## config.mk

```make
export PLATFORM = sky130hd
export DESIGN_NAME = arp_inject_fsm_flat
export DESIGN_NICKNAME = d
export VERILOG_FILES = /design/src/arp_offload_pkg.sv /design/src/axis_beat_if.sv /design/src/arp_inject_fsm.sv /design/src/flat_wrapper.sv
export SDC_FILE = /design/constraint.sdc
export NUM_CORES = 1
export LEC_CHECK = 0
export BUFFER_PORTS_ARGS = -buffer_cell sky130_fd_sc_hd__clkbuf_2
export CORE_AREA = 2 2 673 675
export DETAILED_ROUTE_END_ITERATION = 10
export DIE_AREA = 0 0 675 677
export GPL_ROUTABILITY_DRIVEN = 0
export PLACE_DENSITY_LB_ADDON = 0.08
export SYNTH_ARGS = -nofsm -noshare
export SYNTH_HDL_FRONTEND = slang
export SYNTH_SLANG_ARGS = --single-unit
```

## constraint.sdc

```tcl
create_clock -name axis_aclk -period 14.1 [get_ports axis_aclk]
set_input_delay 2.82 -clock axis_aclk [delete_from_list [all_inputs] [get_ports axis_aclk]]
set_output_delay 2.82 -clock axis_aclk [all_outputs]
set_load 0.01 [all_outputs]
```

## src/arp_offload_pkg.sv

```systemverilog
package arp_offload_pkg;

   // Stream widths
   localparam int DATA_WIDTH = 256;
   localparam int KEEP_WIDTH = DATA_WIDTH / 8;
   localparam int USER_WIDTH = 128;

   // Register bus widths
   localparam int AXIL_ADDR_WIDTH = 8;
   localparam int AXIL_DATA_WIDTH = 32;

   // Field positions in tuser and tdata
   localparam int SRC_PORT_LSB  = 16;
   localparam int ETHERTYPE_LSB = 96;

   // Packet marks, byte swapped as the ethertype sits in tdata
   localparam logic [7:0]  PAYLOAD_PORT  = 8'hFF;
   localparam logic [15:0] ARP_ETHERTYPE = 16'h0608;
   localparam logic [31:0] META_MAGIC    = 32'hA5A5_A5A5;

   // Chunking of the stored object
   localparam logic [31:0] MAX_CHUNK = 32'd1436;
   localparam logic [15:0] HDR_BYTES = 16'd64;

   localparam logic [31:0] ID_VALUE = 32'h0A59_0001;

   typedef enum logic [2:0] {
      st_idle,
      st_pass,
      st_store,
      st_meta,
      st_drain,
      st_append
   } inject_state_t;

   typedef enum logic [AXIL_ADDR_WIDTH-1:0] {
      reg_id     = 8'h00,
      reg_ctrl   = 8'h04,
      reg_size   = 8'h08,
      reg_pktin  = 8'h0C,
      reg_pktout = 8'h10
   } reg_addr_t;

endpackage

```

## src/axis_beat_if.sv

```systemverilog
`timescale 1ns/1ps

interface axis_beat_if;
   import arp_offload_pkg::*;

   logic [DATA_WIDTH-1:0] tdata;
   logic [KEEP_WIDTH-1:0] tkeep;
   logic [USER_WIDTH-1:0] tuser;
   logic                  tlast;
   logic                  tvalid;
   logic                  tready;

   // Beat producer
   modport src (
      output tdata, tkeep, tuser, tlast, tvalid,
      input  tready
   );

   // Beat consumer
   modport dst (
      input  tdata, tkeep, tuser, tlast, tvalid,
      output tready
   );

   modport monitor (
      input tdata, tkeep, tuser, tlast, tvalid, tready
   );

endinterface

```

## src/arp_inject_fsm.sv

```systemverilog
`timescale 1ns/1ps

module arp_inject_fsm (
   input  logic        axis_aclk,
   input  logic        axis_resetn,
   axis_beat_if.dst    head,
   axis_beat_if.src    store_wr,
   axis_beat_if.dst    store_rd,
   axis_beat_if.src    out,
   input  logic [31:0] object_size
);
   import arp_offload_pkg::*;

   inject_state_t state;
   inject_state_t next_state;

   logic [7:0]  stored_cnt;
   logic [31:0] prev_size;
   logic [31:0] offset;
   logic [31:0] cur_offset;
   logic [31:0] remain;
   logic [31:0] chunk;
   logic        size_changed;
   logic        is_payload;
   logic        is_arp;
   logic        store_push;
   logic        store_pop;
   logic        meta_sent;

   assign is_payload = (head.tuser[SRC_PORT_LSB +: 8] == PAYLOAD_PORT);
   assign is_arp     = (head.tdata[ETHERTYPE_LSB +: 16] == ARP_ETHERTYPE);

   // A new size restarts the object at once
   assign size_changed = (object_size != prev_size);
   assign cur_offset   = size_changed ? '0 : offset;
   assign remain       = object_size - cur_offset;
   assign chunk        = (remain < MAX_CHUNK) ? remain : MAX_CHUNK;

   // Store writes always carry the head beat
   assign store_wr.tdata = head.tdata;
   assign store_wr.tkeep = head.tkeep;
   assign store_wr.tuser = head.tuser;
   assign store_wr.tlast = head.tlast;

   assign store_push = store_wr.tvalid && store_wr.tready && store_wr.tlast;
   assign store_pop  = store_rd.tvalid && store_rd.tready && store_rd.tlast;
   assign meta_sent  = (state == st_meta) && out.tvalid && out.tready;

   always_comb begin
      next_state     = state;
      head.tready    = 1'b0;
      store_wr.tvalid = 1'b0;
      store_rd.tready = 1'b0;
      out.tdata      = head.tdata;
      out.tkeep      = head.tkeep;
      out.tuser      = head.tuser;
      out.tlast      = head.tlast;
      out.tvalid     = 1'b0;

      case (state)
         st_idle: begin
            if (head.tvalid) begin
               if (is_payload) begin
                  // First beat of a payload packet is dropped
                  head.tready = 1'b1;
                  if (!head.tlast) begin
                     next_state = st_store;
                  end
               end else if (is_arp && !head.tlast && stored_cnt != '0) begin
                  out.tvalid       = 1'b1;
                  out.tuser[15:0]  = chunk[15:0] + HDR_BYTES;
                  head.tready      = out.tready;
                  if (out.tready) begin
                     next_state = st_meta;
                  end
               end else begin
                  out.tvalid  = 1'b1;
                  head.tready = out.tready;
                  if (out.tready && !head.tlast) begin
                     next_state = st_pass;
                  end
               end
            end
         end

         st_pass: begin
            out.tvalid  = head.tvalid;
            head.tready = out.tready;
            if (head.tvalid && out.tready && head.tlast) begin
               next_state = st_idle;
            end
         end

         st_store: begin
            store_wr.tvalid = head.tvalid;
            head.tready     = store_wr.tready;
            if (head.tvalid && store_wr.tready && head.tlast) begin
               next_state = st_idle;
            end
         end

         st_meta: begin
            // Metadata fields go least significant byte first
            out.tvalid           = head.tvalid;
            out.tdata            = '0;
            out.tdata[79:0]      = head.tdata[79:0];
            out.tdata[80 +: 32]  = META_MAGIC;
            out.tdata[112 +: 32] = cur_offset;
            out.tdata[144 +: 32] = object_size;
            out.tkeep            = '1;
            out.tlast            = 1'b0;
            head.tready          = out.tready;
            if (head.tvalid && out.tready) begin
               next_state = head.tlast ? st_append : st_drain;
            end
         end

         st_drain: begin
            head.tready = 1'b1;
            if (head.tvalid && head.tlast) begin
               next_state = st_append;
            end
         end

         st_append: begin
            out.tdata       = store_rd.tdata;
            out.tkeep       = store_rd.tkeep;
            out.tuser       = store_rd.tuser;
            out.tlast       = store_rd.tlast;
            out.tvalid      = store_rd.tvalid;
            store_rd.tready = out.tready;
            if (store_rd.tvalid && out.tready && store_rd.tlast) begin
               next_state = st_idle;
            end
         end

         default: next_state = st_idle;
      endcase
   end

   always_ff @(posedge axis_aclk) begin
      if (!axis_resetn) begin
         state      <= st_idle;
         stored_cnt <= '0;
         prev_size  <= '0;
         offset     <= '0;
      end else begin
         state     <= next_state;
         prev_size <= object_size;

         // Whole packets held in the store
         case ({store_push, store_pop})
            2'b10:   stored_cnt <= stored_cnt + 1'b1;
            2'b01:   stored_cnt <= stored_cnt - 1'b1;
            default: stored_cnt <= stored_cnt;
         endcase

         if (meta_sent) begin
            offset <= (cur_offset + chunk == object_size) ? '0 : cur_offset + chunk;
         end else if (size_changed) begin
            offset <= '0;
         end
      end
   end

endmodule

```

## src/flat_wrapper.sv

```systemverilog
// flat-port wrapper written by rule: the top's interface ports become plain ports
module arp_inject_fsm_flat import arp_offload_pkg::*;
  (axis_aclk, axis_resetn, object_size, head_tdata, head_tkeep, head_tuser, head_tlast, head_tvalid, head_tready, store_wr_tdata, store_wr_tkeep, store_wr_tuser, store_wr_tlast, store_wr_tvalid, store_wr_tready, store_rd_tdata, store_rd_tkeep, store_rd_tuser, store_rd_tlast, store_rd_tvalid, store_rd_tready, out_tdata, out_tkeep, out_tuser, out_tlast, out_tvalid, out_tready);
  axis_beat_if head_i ();
  axis_beat_if store_wr_i ();
  axis_beat_if store_rd_i ();
  axis_beat_if out_i ();
  input  logic axis_aclk;
  input  logic axis_resetn;
  input  logic [31:0] object_size;
  input wire logic [$bits(head_i.tdata)-1:0] head_tdata;
  input wire logic [$bits(head_i.tkeep)-1:0] head_tkeep;
  input wire logic [$bits(head_i.tuser)-1:0] head_tuser;
  input wire logic [$bits(head_i.tlast)-1:0] head_tlast;
  input wire logic [$bits(head_i.tvalid)-1:0] head_tvalid;
  output wire logic [$bits(head_i.tready)-1:0] head_tready;
  output wire logic [$bits(store_wr_i.tdata)-1:0] store_wr_tdata;
  output wire logic [$bits(store_wr_i.tkeep)-1:0] store_wr_tkeep;
  output wire logic [$bits(store_wr_i.tuser)-1:0] store_wr_tuser;
  output wire logic [$bits(store_wr_i.tlast)-1:0] store_wr_tlast;
  output wire logic [$bits(store_wr_i.tvalid)-1:0] store_wr_tvalid;
  input wire logic [$bits(store_wr_i.tready)-1:0] store_wr_tready;
  input wire logic [$bits(store_rd_i.tdata)-1:0] store_rd_tdata;
  input wire logic [$bits(store_rd_i.tkeep)-1:0] store_rd_tkeep;
  input wire logic [$bits(store_rd_i.tuser)-1:0] store_rd_tuser;
  input wire logic [$bits(store_rd_i.tlast)-1:0] store_rd_tlast;
  input wire logic [$bits(store_rd_i.tvalid)-1:0] store_rd_tvalid;
  output wire logic [$bits(store_rd_i.tready)-1:0] store_rd_tready;
  output wire logic [$bits(out_i.tdata)-1:0] out_tdata;
  output wire logic [$bits(out_i.tkeep)-1:0] out_tkeep;
  output wire logic [$bits(out_i.tuser)-1:0] out_tuser;
  output wire logic [$bits(out_i.tlast)-1:0] out_tlast;
  output wire logic [$bits(out_i.tvalid)-1:0] out_tvalid;
  input wire logic [$bits(out_i.tready)-1:0] out_tready;
  assign head_i.tdata = head_tdata;
  assign head_i.tkeep = head_tkeep;
  assign head_i.tuser = head_tuser;
  assign head_i.tlast = head_tlast;
  assign head_i.tvalid = head_tvalid;
  assign head_tready = head_i.tready;
  assign store_wr_tdata = store_wr_i.tdata;
  assign store_wr_tkeep = store_wr_i.tkeep;
  assign store_wr_tuser = store_wr_i.tuser;
  assign store_wr_tlast = store_wr_i.tlast;
  assign store_wr_tvalid = store_wr_i.tvalid;
  assign store_wr_i.tready = store_wr_tready;
  assign store_rd_i.tdata = store_rd_tdata;
  assign store_rd_i.tkeep = store_rd_tkeep;
  assign store_rd_i.tuser = store_rd_tuser;
  assign store_rd_i.tlast = store_rd_tlast;
  assign store_rd_i.tvalid = store_rd_tvalid;
  assign store_rd_tready = store_rd_i.tready;
  assign out_tdata = out_i.tdata;
  assign out_tkeep = out_i.tkeep;
  assign out_tuser = out_i.tuser;
  assign out_tlast = out_i.tlast;
  assign out_tvalid = out_i.tvalid;
  assign out_i.tready = out_tready;
  arp_inject_fsm u_core (.axis_aclk(axis_aclk), .axis_resetn(axis_resetn), .head(head_i), .store_wr(store_wr_i), .store_rd(store_rd_i), .out(out_i), .object_size(object_size));
endmodule
```

==> impl_metrics.ini <==
[global_route]
grt_max_degree = 146
grt_first_pass_wirelength_um = 430700
grt_util_all_layers_pct = 15.58
grt_antenna_before_repair = 161
grt_overflow = 0
via_count_of_the_first_global_routing_pass = 26768

[sta]
final.period_utilization_pct = 94.61
setup_violations = 0
tightestPinTransition_ps = 1123
report.final.hold_viol_count = 0
timing.final.crit_period_ps = 13340
timing_max_transition_violations_final = 0
fmaxAchievable_mhz = 74.96
rsz0062_at_grt = no
setup_tns_ps = 0
maxSlewHeadroom_pct = 24.35
finClkSkew_ps = 25.12

[layout]
area_delta_synth_final_pct = 90.18
multiInputGateArea_um2 = 11580
layout.core_utilization_pct = 7.170
nets = 5064
num-fill-cells = 53788
layout.cells.most_common = sky130_fd_sc_hd__clkbuf_2
register_area_um2 = 1501
final_design_area_no_fill_um2 = 32310
top_library_cells_by_usage_in_the_layout_fill_and_taps_aside = sky130_fd_sc_hd__clkbuf_2, sky130_fd_sc_hd__nand2_1, sky130_fd_sc_hd__buf_4, sky130_fd_sc_hd__a22o_1, sky130_fd_sc_hd__o21ai_0
final_layout_size_suffix_gt1_share_pct = 50.91

[clock_network]
cts_tree = built
worst_skew_pair.late_latency_ps = 420
clock_transition_time_at_the_flip_flop_clock_pins_of_the_worst_setup_and_hold_paths_ps = 80
cts-resized-gates = 0
cts-buffers-inserted = 9
htreeDepth = 3
postCtsHoldBufs = 0
cts_root_buf = sky130_fd_sc_hd__clkbuf_16
cts.sink_count = 75
clock_path_buffers = 2
post_cts.repair.setup_buffers = 0

[worst_setup_path]
reg2reg_slack_ps = 3220
timing.critical_path.slowest_cell_delay_ps = 630
r2r-start = u_core.prev_size[28]
start_kind = input port
timing.rr.end = u_core.offset[13]
r2r.worst_path.cells = 42
cp.required_ps = 14360
worst-setup-path-type = in -> reg
critical_path.slowest_cell = sky130_fd_sc_hd__xor2_1
cp-end-kind = flop
critPathMaxFanout = 12
cpMostUsedCell = sky130_fd_sc_hd__buf_4
critPathArrivalTime_ps = 13600

[drt]
routed-via-count = 26755
final_antenna_net_count = 0
vias_per_cell = 2.631
drc_errors = 0
detailedRoute.firstPassIterationCount = 5
routed_wire_length_per_instance_um = 36.61
routed_wirelength_um = 372200
drtIter0Drc = 1629

[die]
fp.dieArea_um2 = 457000
top_level_ports = 1710
die-height_um = 677
placementRows = 247
standard_cell_core_area_um2 = 450600
initial_utilization_pct = 3.770
die_w_um = 675

[pwr]
vdd_drop_max_v = 0.00005843
total_leakage_power_uw = 0.01541
power_density_nw_per_um2 = 43.99

[logic_synthesis]
synth_area_um2 = 16990
syn_avg_cell_area_um2 = 6.438
synth.area.top_cells = sky130_fd_sc_hd__buf_4, sky130_fd_sc_hd__nand2_1, sky130_fd_sc_hd__dfxtp_1
async_sr_flop_fraction_pct = 0
synth_top_area_share_pct = 18.65
netlist.top_cell.by_area = sky130_fd_sc_hd__buf_4
yosysSeqAreaShare_pct = 8.838
post_synth_num_cell_types = 104
ys_warn_count = 0
synthesis.instances = 2639
synth.ff_latch_count = 75
synth_ff_type = sky130_fd_sc_hd__dfxtp_1
edff_count_synth = 0

[worst_hold_path]
timing.hold.worst_path_depth = 2
min_to = u_core.offset[31]
holdCritPathClass = reg -> reg
hp-start = u_core.offset[31]

[flow_run]
max_cap_violations = 0

[status]
run_status = completed

[placement]
dp.final_hpwl_um = 344900
io_buffers = 1709
placed_cell_area_um2 = 31850
[per-layer routing]
layer,GRT usage [%],vias to the layer above,share of wire (%)
li1,-,11710,-
met1,15.97,13197,36
met4,6.054,58,4.1
met5,0,-,0.11
met3,5.065,389,7.8
met2,29.01,1401,52
[cell usage after synthesis, drive strengths merged, types with 18 or more instances]
cell type  count
nand2        781
buf          445
clkbuf       136
o21ai        102
a22o          99
a21oi         87
dfxtp         75
a22oi         74
nor2          74
ha            69
xor2          63
inv           56
and2          55
xnor2         54
o22a          49
a21o          34
nand4         30
nor3          30
nand3         28
a211oi        22
o22ai         20
nor4          18
[cell families (layout without fill, tap and decap cells)]
group,after synthesis,after routing,synth area share (%)
AND/OR/NAND/NOR,1109,1109,28.71
buffers and inverters,637,2104,23.61
multiplexers,4,4,0.2504
XOR/XNOR,119,119,6.385
flip-flops,75,75,8.838
other,1,87,0.02207
adder cells (fa/ha/maj),72,72,5.435
AO/OA/AOI/OAI,622,622,26.75
[critical path, delay by kind of cell]
kind	cells	cell delay, ps
simple gates	17	4500
xor+xnor	1	630
compound gates	11	2640
buf+inv	11	2000
fa+ha+maj	3	980
[final cells by class]
cell class                      count  share of cell area (%)
Inverter                           56                  0.6506
Tap cell                         5976                   23.14
Multi-Input combinational cell   1946                   35.86
Sequential cell                    75                   4.647
Antenna cell                       67                  0.5189
Clock inverter                      7                  0.1975
Timing Repair Buffer             2032                   34.29
Clock buffer                        9                  0.6971
[sequential cells by signal (all words and copies together), names as in the netlist]
name	cells
u_core.state	3
u_core.offset	32
u_core.stored_cnt	8
u_core.prev_size	32
[where the power goes]
part | internal, µW | switching, µW | total, µW
Sequential | 217 | 5.14 | 222
Combinational | 277 | 656 | 933
Clock | 124 | 142 | 266
[stage by stage]
step | setup slack (ps) | hold WS, ps | std cells | total power (µW)
global route | 208.4 | 529.0 | 10150 | 1496
CTS | 542.1 | 492.8 | 10101 | 1477
detailed placement | 115.4 | 479.3 | 10085 | 1192
global placement | 75.11 | 480.0 | 10085 | 1202
floorplan | 2621 | 452.4 | 2658 | 541.8
finish | 759.5 | 487.8 | 10168 | 1421
[how the worst max path moves through the flow]
stage / startpoint / to / slack (ps) / cells after the start
after CTS: object_size[26] / u_core.offset[13] / 540 / 43
after global routing: object_size[26] / u_core.offset[4] / 210 / 43
after floorplan: object_size[12] / u_core.offset[30] / 2620 / 36
final: object_size[20] / u_core.offset[13] / 760 / 43
after global placement: object_size[26] / u_core.offset[2] / 80 / 41
after detailed placement: object_size[26] / u_core.offset[10] / 120 / 43
Note: power is estimated with default switching activity, not from simulation.
