<file path="src/arp_offload_pkg.sv">
package arp_offload_pkg;

   // Stream widths
   localparam int DATA_WIDTH = 256;
   localparam int KEEP_WIDTH = DATA_WIDTH / 8;
   localparam int USER_WIDTH = 128;

   // Register bus widths
   localparam int AXIL_ADDR_WIDTH = 8;
   localparam int AXIL_DATA_WIDTH = 32;

   // Field positions in tuser and tdata
   localparam int SRC_PORT_LSB  = 16;
   localparam int ETHERTYPE_LSB = 96;

   // Packet marks, byte swapped as the ethertype sits in tdata
   localparam logic [7:0]  PAYLOAD_PORT  = 8'hFF;
   localparam logic [15:0] ARP_ETHERTYPE = 16'h0608;
   localparam logic [31:0] META_MAGIC    = 32'hA5A5_A5A5;

   // Chunking of the stored object
   localparam logic [31:0] MAX_CHUNK = 32'd1436;
   localparam logic [15:0] HDR_BYTES = 16'd64;

   localparam logic [31:0] ID_VALUE = 32'h0A59_0001;

   typedef enum logic [2:0] {
      st_idle,
      st_pass,
      st_store,
      st_meta,
      st_drain,
      st_append
   } inject_state_t;

   typedef enum logic [AXIL_ADDR_WIDTH-1:0] {
      reg_id     = 8'h00,
      reg_ctrl   = 8'h04,
      reg_size   = 8'h08,
      reg_pktin  = 8'h0C,
      reg_pktout = 8'h10
   } reg_addr_t;

endpackage

</file>
<file path="src/axis_beat_if.sv">
`timescale 1ns/1ps

interface axis_beat_if;
   import arp_offload_pkg::*;

   logic [DATA_WIDTH-1:0] tdata;
   logic [KEEP_WIDTH-1:0] tkeep;
   logic [USER_WIDTH-1:0] tuser;
   logic                  tlast;
   logic                  tvalid;
   logic                  tready;

   // Beat producer
   modport src (
      output tdata, tkeep, tuser, tlast, tvalid,
      input  tready
   );

   // Beat consumer
   modport dst (
      input  tdata, tkeep, tuser, tlast, tvalid,
      output tready
   );

   modport monitor (
      input tdata, tkeep, tuser, tlast, tvalid, tready
   );

endinterface

</file>
<file path="src/axil_regs.sv">
`timescale 1ns/1ps

module axil_regs (
   input  logic                                        axis_aclk,
   input  logic                                        axis_resetn,
   input  logic [arp_offload_pkg::AXIL_ADDR_WIDTH-1:0] s_axil_awaddr,
   input  logic                                        s_axil_awvalid,
   output logic                                        s_axil_awready,
   input  logic [arp_offload_pkg::AXIL_DATA_WIDTH-1:0] s_axil_wdata,
   input  logic                                        s_axil_wvalid,
   output logic                                        s_axil_wready,
   output logic [1:0]                                  s_axil_bresp,
   output logic                                        s_axil_bvalid,
   input  logic                                        s_axil_bready,
   input  logic [arp_offload_pkg::AXIL_ADDR_WIDTH-1:0] s_axil_araddr,
   input  logic                                        s_axil_arvalid,
   output logic                                        s_axil_arready,
   output logic [arp_offload_pkg::AXIL_DATA_WIDTH-1:0] s_axil_rdata,
   output logic [1:0]                                  s_axil_rresp,
   output logic                                        s_axil_rvalid,
   input  logic                                        s_axil_rready,
   axis_beat_if.monitor                                pkt_in,
   axis_beat_if.monitor                                pkt_out,
   output logic [31:0]                                 object_size
);
   import arp_offload_pkg::*;

   logic [AXIL_DATA_WIDTH-1:0] size_reg;
   logic [31:0]                pktin_cnt;
   logic [31:0]                pktout_cnt;
   logic                       wr_en;
   logic                       clear_cnt;
   logic                       in_done;
   logic                       out_done;

   assign s_axil_bresp = 2'b00;
   assign s_axil_rresp = 2'b00;
   assign object_size  = size_reg;

   // Address and data are taken in the cycle the ready pulses
   assign wr_en     = s_axil_awready;
   assign clear_cnt = wr_en && (s_axil_awaddr == reg_ctrl) && s_axil_wdata[0];

   assign in_done  = pkt_in.tvalid && pkt_in.tready && pkt_in.tlast;
   assign out_done = pkt_out.tvalid && pkt_out.tready && pkt_out.tlast;

   // Write channel
   always_ff @(posedge axis_aclk) begin
      if (!axis_resetn) begin
         s_axil_awready <= 1'b0;
         s_axil_wready  <= 1'b0;
         s_axil_bvalid  <= 1'b0;
         size_reg       <= '0;
      end else begin
         s_axil_awready <= 1'b0;
         s_axil_wready  <= 1'b0;
         if (s_axil_awvalid && s_axil_wvalid && !s_axil_bvalid && !s_axil_awready) begin
            s_axil_awready <= 1'b1;
            s_axil_wready  <= 1'b1;
         end
         if (s_axil_awready) begin
            s_axil_bvalid <= 1'b1;
         end else if (s_axil_bready) begin
            s_axil_bvalid <= 1'b0;
         end
         if (wr_en && s_axil_awaddr == reg_size) begin
            size_reg <= s_axil_wdata;
         end
      end
   end

   // Read channel
   always_ff @(posedge axis_aclk) begin
      if (!axis_resetn) begin
         s_axil_arready <= 1'b0;
         s_axil_rvalid  <= 1'b0;
      end else begin
         s_axil_arready <= s_axil_arvalid && !s_axil_arready && !s_axil_rvalid;
         if (s_axil_arready) begin
            s_axil_rvalid <= 1'b1;
         end else if (s_axil_rready) begin
            s_axil_rvalid <= 1'b0;
         end
      end
   end

   always_ff @(posedge axis_aclk) begin
      if (s_axil_arready) begin
         case (s_axil_araddr)
            reg_id:     s_axil_rdata <= ID_VALUE;
            reg_size:   s_axil_rdata <= size_reg;
            reg_pktin:  s_axil_rdata <= pktin_cnt;
            reg_pktout: s_axil_rdata <= pktout_cnt;
            default:    s_axil_rdata <= '0;
         endcase
      end
   end

   // Packet counters wrap around
   always_ff @(posedge axis_aclk) begin
      if (!axis_resetn || clear_cnt) begin
         pktin_cnt  <= '0;
         pktout_cnt <= '0;
      end else begin
         pktin_cnt  <= pktin_cnt + {31'd0, in_done};
         pktout_cnt <= pktout_cnt + {31'd0, out_done};
      end
   end

endmodule

</file>
<file path="src/flat_wrapper.sv">
// flat-port wrapper written by rule: the top's interface ports become plain ports
module axil_regs_flat import arp_offload_pkg::*;
  (axis_aclk, axis_resetn, s_axil_awaddr, s_axil_awvalid, s_axil_awready, s_axil_wdata, s_axil_wvalid, s_axil_wready, s_axil_bresp, s_axil_bvalid, s_axil_bready, s_axil_araddr, s_axil_arvalid, s_axil_arready, s_axil_rdata, s_axil_rresp, s_axil_rvalid, s_axil_rready, object_size, pkt_in_tdata, pkt_in_tkeep, pkt_in_tuser, pkt_in_tlast, pkt_in_tvalid, pkt_in_tready, pkt_out_tdata, pkt_out_tkeep, pkt_out_tuser, pkt_out_tlast, pkt_out_tvalid, pkt_out_tready);
  axis_beat_if pkt_in_i ();
  axis_beat_if pkt_out_i ();
  input  logic axis_aclk;
  input  logic axis_resetn;
  input  logic [arp_offload_pkg::AXIL_ADDR_WIDTH-1:0] s_axil_awaddr;
  input  logic s_axil_awvalid;
  output logic s_axil_awready;
  input  logic [arp_offload_pkg::AXIL_DATA_WIDTH-1:0] s_axil_wdata;
  input  logic s_axil_wvalid;
  output logic s_axil_wready;
  output logic [1:0] s_axil_bresp;
  output logic s_axil_bvalid;
  input  logic s_axil_bready;
  input  logic [arp_offload_pkg::AXIL_ADDR_WIDTH-1:0] s_axil_araddr;
  input  logic s_axil_arvalid;
  output logic s_axil_arready;
  output logic [arp_offload_pkg::AXIL_DATA_WIDTH-1:0] s_axil_rdata;
  output logic [1:0] s_axil_rresp;
  output logic s_axil_rvalid;
  input  logic s_axil_rready;
  output logic [31:0] object_size;
  input wire logic [$bits(pkt_in_i.tdata)-1:0] pkt_in_tdata;
  input wire logic [$bits(pkt_in_i.tkeep)-1:0] pkt_in_tkeep;
  input wire logic [$bits(pkt_in_i.tuser)-1:0] pkt_in_tuser;
  input wire logic [$bits(pkt_in_i.tlast)-1:0] pkt_in_tlast;
  input wire logic [$bits(pkt_in_i.tvalid)-1:0] pkt_in_tvalid;
  input wire logic [$bits(pkt_in_i.tready)-1:0] pkt_in_tready;
  input wire logic [$bits(pkt_out_i.tdata)-1:0] pkt_out_tdata;
  input wire logic [$bits(pkt_out_i.tkeep)-1:0] pkt_out_tkeep;
  input wire logic [$bits(pkt_out_i.tuser)-1:0] pkt_out_tuser;
  input wire logic [$bits(pkt_out_i.tlast)-1:0] pkt_out_tlast;
  input wire logic [$bits(pkt_out_i.tvalid)-1:0] pkt_out_tvalid;
  input wire logic [$bits(pkt_out_i.tready)-1:0] pkt_out_tready;
  assign pkt_in_i.tdata = pkt_in_tdata;
  assign pkt_in_i.tkeep = pkt_in_tkeep;
  assign pkt_in_i.tuser = pkt_in_tuser;
  assign pkt_in_i.tlast = pkt_in_tlast;
  assign pkt_in_i.tvalid = pkt_in_tvalid;
  assign pkt_in_i.tready = pkt_in_tready;
  assign pkt_out_i.tdata = pkt_out_tdata;
  assign pkt_out_i.tkeep = pkt_out_tkeep;
  assign pkt_out_i.tuser = pkt_out_tuser;
  assign pkt_out_i.tlast = pkt_out_tlast;
  assign pkt_out_i.tvalid = pkt_out_tvalid;
  assign pkt_out_i.tready = pkt_out_tready;
  axil_regs u_core (.axis_aclk(axis_aclk), .axis_resetn(axis_resetn), .s_axil_awaddr(s_axil_awaddr), .s_axil_awvalid(s_axil_awvalid), .s_axil_awready(s_axil_awready), .s_axil_wdata(s_axil_wdata), .s_axil_wvalid(s_axil_wvalid), .s_axil_wready(s_axil_wready), .s_axil_bresp(s_axil_bresp), .s_axil_bvalid(s_axil_bvalid), .s_axil_bready(s_axil_bready), .s_axil_araddr(s_axil_araddr), .s_axil_arvalid(s_axil_arvalid), .s_axil_arready(s_axil_arready), .s_axil_rdata(s_axil_rdata), .s_axil_rresp(s_axil_rresp), .s_axil_rvalid(s_axil_rvalid), .s_axil_rready(s_axil_rready), .pkt_in(pkt_in_i), .pkt_out(pkt_out_i), .object_size(object_size));
endmodule
</file>
<file path="config.mk">
export PLATFORM = sky130hd
export DESIGN_NAME = axil_regs_flat
export DESIGN_NICKNAME = d
export VERILOG_FILES = /design/src/arp_offload_pkg.sv /design/src/axis_beat_if.sv /design/src/axil_regs.sv /design/src/flat_wrapper.sv
export SDC_FILE = /design/constraint.sdc
export NUM_CORES = 1
export LEC_CHECK = 0
export BUFFER_PORTS_ARGS = -buffer_cell sky130_fd_sc_hd__buf_2
export CAP_MARGIN = 10
export CORE_AREA = 2 2 374 376
export DETAILED_ROUTE_END_ITERATION = 7
export DIE_AREA = 0 0 376 378
export HOLD_SLACK_MARGIN = 0.08
export PLACE_DENSITY_LB_ADDON = 0.12
export SKIP_LAST_GASP = 1
export SLEW_MARGIN = 5
export SYNTH_ARGS = -nofsm -noshare
export SYNTH_HDL_FRONTEND = slang
export SYNTH_SLANG_ARGS = --single-unit
</file>
<file path="constraint.sdc">
create_clock -name axis_aclk -period 2.13 [get_ports axis_aclk]
set_clock_uncertainty 0.05 [all_clocks]
set_input_delay 0.426 -clock axis_aclk [delete_from_list [all_inputs] [get_ports axis_aclk]]
set_output_delay 0.426 -clock axis_aclk [all_outputs]
set_load 0.03 [all_outputs]
</file>
==> summary by stage <==
Run status
The flow ran to the end, and the final reports show no timing, DRC or antenna violations.

Global route
The wire length of the first global-routing pass is about 46000 microns. The overall overflow remaining after global route is 0. The number of antenna violations at the first check in global routing is 4. The pin count of the biggest net entering global routing is 30. The via count of the first global-routing pass came to around 5700. Across every metal layer, demand over resource in global routing totals 0.0481.

STA
Measured against its own limit, the worst slew margin works out to 0.597. The number of hold violations in the final report is 0. Timing would allow up to 491 MHz. The post-route fraction of the period consumed by the critical path is 0.955. Setup repair after global routing left no endpoint under its margin.

The number of pins with negative max-slew slack in the final report is 0. Counting I/O delays and the setup requirement, the final critical path takes 2.03 ns. The final total negative setup slack is 0 ns. Setup violations remaining at the end of the flow were counted as 0. The actual slew at the worst max-slew pin is 0.605 ns.

Drt
The count of nets left with antenna violations once routing finished came out at 0. The DRC violation count after routing is 0. The total routed wirelength is approximately 34000 microns. The total number of vias is between 5000 and 6000.

The average wire per standard cell is 12.6 microns. After detailed routing, the number of vias per cell comes to around 2.1. The first-iteration detailed-routing DRC count is roughly 220. The pre-antenna-repair detailed-routing pass consisted of 7 iterations.

Final layout
The commonest non-fill, non-tap cell in the layout is sky130_fd_sc_hd__buf_2. The top cell types in the final layout, fill and taps aside, are sky130_fd_sc_hd__buf_2, sky130_fd_sc_hd__dfxtp_1, sky130_fd_sc_hd__buf_4, sky130_fd_sc_hd__nand2_1, sky130_fd_sc_hd__a21oi_1. In the final design database the tool counted 1741 nets. The layout has 16173 filler cells. The area growth from synthesis to layout is 72.7%. The ratio of cells with drive above 1 in the final layout is 0.321.

The finished cells cover around 10000 sq um.

Floorplan
In this run the horizontal extent of the chip is between 300 and 400 microns. In this run the standard cell core region covers around 140000 sq um. The initial utilization of the core area, before any placement, comes to 0.0438.

The row count is 137. The die is 378 microns tall. The area of the die is around 140000 sq um. For this design the top-level I/O count stands at between 900 and 1000.

Run
The number of maximum-capacitance violations is 0.

Yosys
After synthesis, the netlist uses 45 different library cells. The count of state elements after synthesis is about 130. The Yosys step of the flow raised 0 warnings.

The area of the mapped netlist is 6070 sq um. In the synthesized netlist the dominant register cell turns out to be sky130_fd_sc_hd__dfxtp_1. For this run, the register share of the synthesized area comes to 0.488. The average instance in the mapped netlist occupies 9.62 sq um.

The share of flip-flops with an asynchronous set or reset after synthesis is 0. The number of synthesized flops with an enable pin is 32. The cell count after synthesis came out at around 630.

Worst setup path
The setup check on the worst reg-to-reg path leaves a slack of 0.13 ns. The element type at the critical path start is an input port. The depth of the worst register-to-register path is 5. The most critical setup path has its startpoint at s_axil_araddr[0].

In this run the worst path has a maximum fanout of 19. The worst endpoint required time is about 2.4 ns. Following the worst setup path forward leads to its endpoint at u_core.s_axil_rdata[0]. The endpoint identified for the worst register-to-register timing path is u_core.object_size[21]. The startpoint of the most critical register-to-register path is u_core.s_axil_awready.

The endpoint arrival time on the critical path is roughly 2.3 ns. The category of the worst setup path capture point is a flop. The path type of the worst setup path is input port to flop.

Power
Of the total power, the share spent switching nets is 0.256. Summed over all nets, the switching power comes to approximately 1.6 mW. The share of total power dissipated in the clock network is 0.523.

Across the VDD grid, the largest voltage drop is 0.574 mV. The static leakage is 3.69 nW. The internal power contribution is around 4.6 mW. The power per cell area is a little under 600 nW/um^2. The part of the total power dissipated in combinational logic is 0.052.

The portion of total power attributed to sequential cells is 0.425.

Placed design
The count of buffers from port buffering is ~130. The HPWL after detailed placement is between 20000 and 30000 microns. The weighted congestion at the end of routability-driven global placement is around 0.66. After detailed placement, the total cell area comes to 9810 sq um.

Clocking
The depth of the CTS H-tree is 4. The worst-skew pair later-pin latency is ~0.48 ns. After clock tree synthesis, the clock-pin slew on the worst setup and hold paths is 0.07 ns.

CTS saw between 100 and 150 sinks. TritonCTS built the clock tree. Clock tree synthesis selected as its root buffer the cell sky130_fd_sc_hd__clkbuf_16. Counting the buffers created by CTS gives 17. The maximum clock path buffer count is 2.

Worst hold path
The path class of the tightest hold or removal check is input port to flop.
==> power by group through the flow <==
stage,logic [mW],clock network [mW],registers (mW)
2_1_floorplan,0.0792,0,2.71
3_3_place_gp,0.331,0,2.67
3_5_place_dp,0.328,0,2.67
4_1_cts,0.331,3.40,2.61
5_1_grt,0.345,3.48,2.61
6_report,0.318,3.21,2.61
==> cells by family after synthesis <==
family | share of synthesized area
flip-flops | 0.488
AND/OR/NAND/NOR | 0.237
other | 0.000618
adder cells (fa/ha/maj) | 0.0103
AO/OA/AOI/OAI | 0.129
XOR/XNOR | 0.0332
buffers and inverters | 0.0480
multiplexers | 0.0528
==> critical path: stages <==
cell	delay (ns)
sky130_fd_sc_hd__buf_2	0.10
sky130_fd_sc_hd__or4_1	0.54
sky130_fd_sc_hd__buf_4	0.19
sky130_fd_sc_hd__nor4_4	0.26
sky130_fd_sc_hd__buf_12	0.22
sky130_fd_sc_hd__nand2_1	0.18
sky130_fd_sc_hd__o21ai_0	0.18
sky130_fd_sc_hd__buf_4	0.20
==> per-stage QoR <==
step,power (mW),setup WS [ns],util,cells,hold WS (ns)
floorplan,2.79,0.000479,-,634,0.402
global placement,3.00,-0.461,0.0708,2629,0.384
detailed placement,3.00,-0.454,0.0708,2629,0.386
CTS,6.35,0.0761,0.0755,2663,0.0916
global route,6.44,0.0356,0.0756,2663,0.105
finish,6.14,0.0950,0.0757,2668,0.145
==> timing repair <==
action | in CTS | in global routing
hold endpoints to repair | 1 | 0
gates cloned | 1 | 0
resized for setup | 1 | 1
endpoints found under the setup margin | 2 | 1
hold buffers | 1 | 0
buffers inserted | 0 | 0
==> synthesized netlist by cell type, types with 10 or more instances <==
library cell	number	share of area
sky130_fd_sc_hd__a22oi_1	24	0.030
sky130_fd_sc_hd__mux2i_1	32	0.053
sky130_fd_sc_hd__dfxtp_1	100	0.33
sky130_fd_sc_hd__and4_1	10	0.014
sky130_fd_sc_hd__nand2_1	65	0.040
sky130_fd_sc_hd__nand3_1	23	0.019
sky130_fd_sc_hd__clkbuf_1	25	0.015
sky130_fd_sc_hd__nor2_1	29	0.018
sky130_fd_sc_hd__inv_1	20	0.012
sky130_fd_sc_hd__xor2_1	13	0.019
sky130_fd_sc_hd__o21ai_0	15	0.012
sky130_fd_sc_hd__or4_1	31	0.038
sky130_fd_sc_hd__xnor2_1	10	0.014
sky130_fd_sc_hd__edfxtp_1	32	0.16
sky130_fd_sc_hd__a21oi_1	38	0.031
sky130_fd_sc_hd__o31ai_1	27	0.033
sky130_fd_sc_hd__nand4_1	18	0.019
sky130_fd_sc_hd__nor2b_1	34	0.035
==> how the worst min path moves through the flow <==
| stage | from | end | slack, ns | depth (start not counted) |
|---|---|---|---|---|
| 6_report | s_axil_wvalid | u_core.s_axil_awready | 0.14 | 3 |
| 5_1_grt | s_axil_wvalid | u_core.s_axil_awready | 0.10 | 3 |
| 4_1_cts | s_axil_wvalid | u_core.s_axil_awready | 0.09 | 3 |
| 3_5_place_dp | u_core.s_axil_bvalid | u_core.s_axil_awready | 0.39 | 1 |
| 3_3_place_gp | u_core.s_axil_rvalid | u_core.s_axil_arready | 0.38 | 1 |
| 2_1_floorplan | u_core.pktin_cnt[31] | u_core.pktin_cnt[31] | 0.40 | 2 |
==> layout make-up <==
cell class / instances / area [sq um] / area share
Antenna cell: 5 / 12.5 / 0.00119
Clock buffer: 18 / 429 / 0.0410
Clock inverter: 14 / 176 / 0.0168
Inverter: 20 / 75.1 / 0.00716
Multi-Input combinational cell: 439 / 2870 / 0.274
Sequential cell: 132 / 2960 / 0.283
Tap cell: 1807 / 2260 / 0.216
Timing Repair Buffer: 233 / 1690 / 0.161
==> flip-flops by register name (all words and copies together), names as in the netlist <==
name,count
u_core.object_size,32
u_core.pktin_cnt,32
u_core.pktout_cnt,32
u_core.s_axil_arready,1
u_core.s_axil_awready,1
u_core.s_axil_bvalid,1
u_core.s_axil_rdata,32
u_core.s_axil_rvalid,1
==> layer usage <==
metal / up-vias / track usage / part of all wire
li1: 2748 / - / -
met3: 15 / 0.0149 / 0.048
met1: 2759 / 0.0622 / 0.48
met2: 136 / 0.0760 / 0.46
met5: - / 0 / 0.00039
met4: 2 / 0.0147 / 0.012
(Power assumes the default switching activity.)
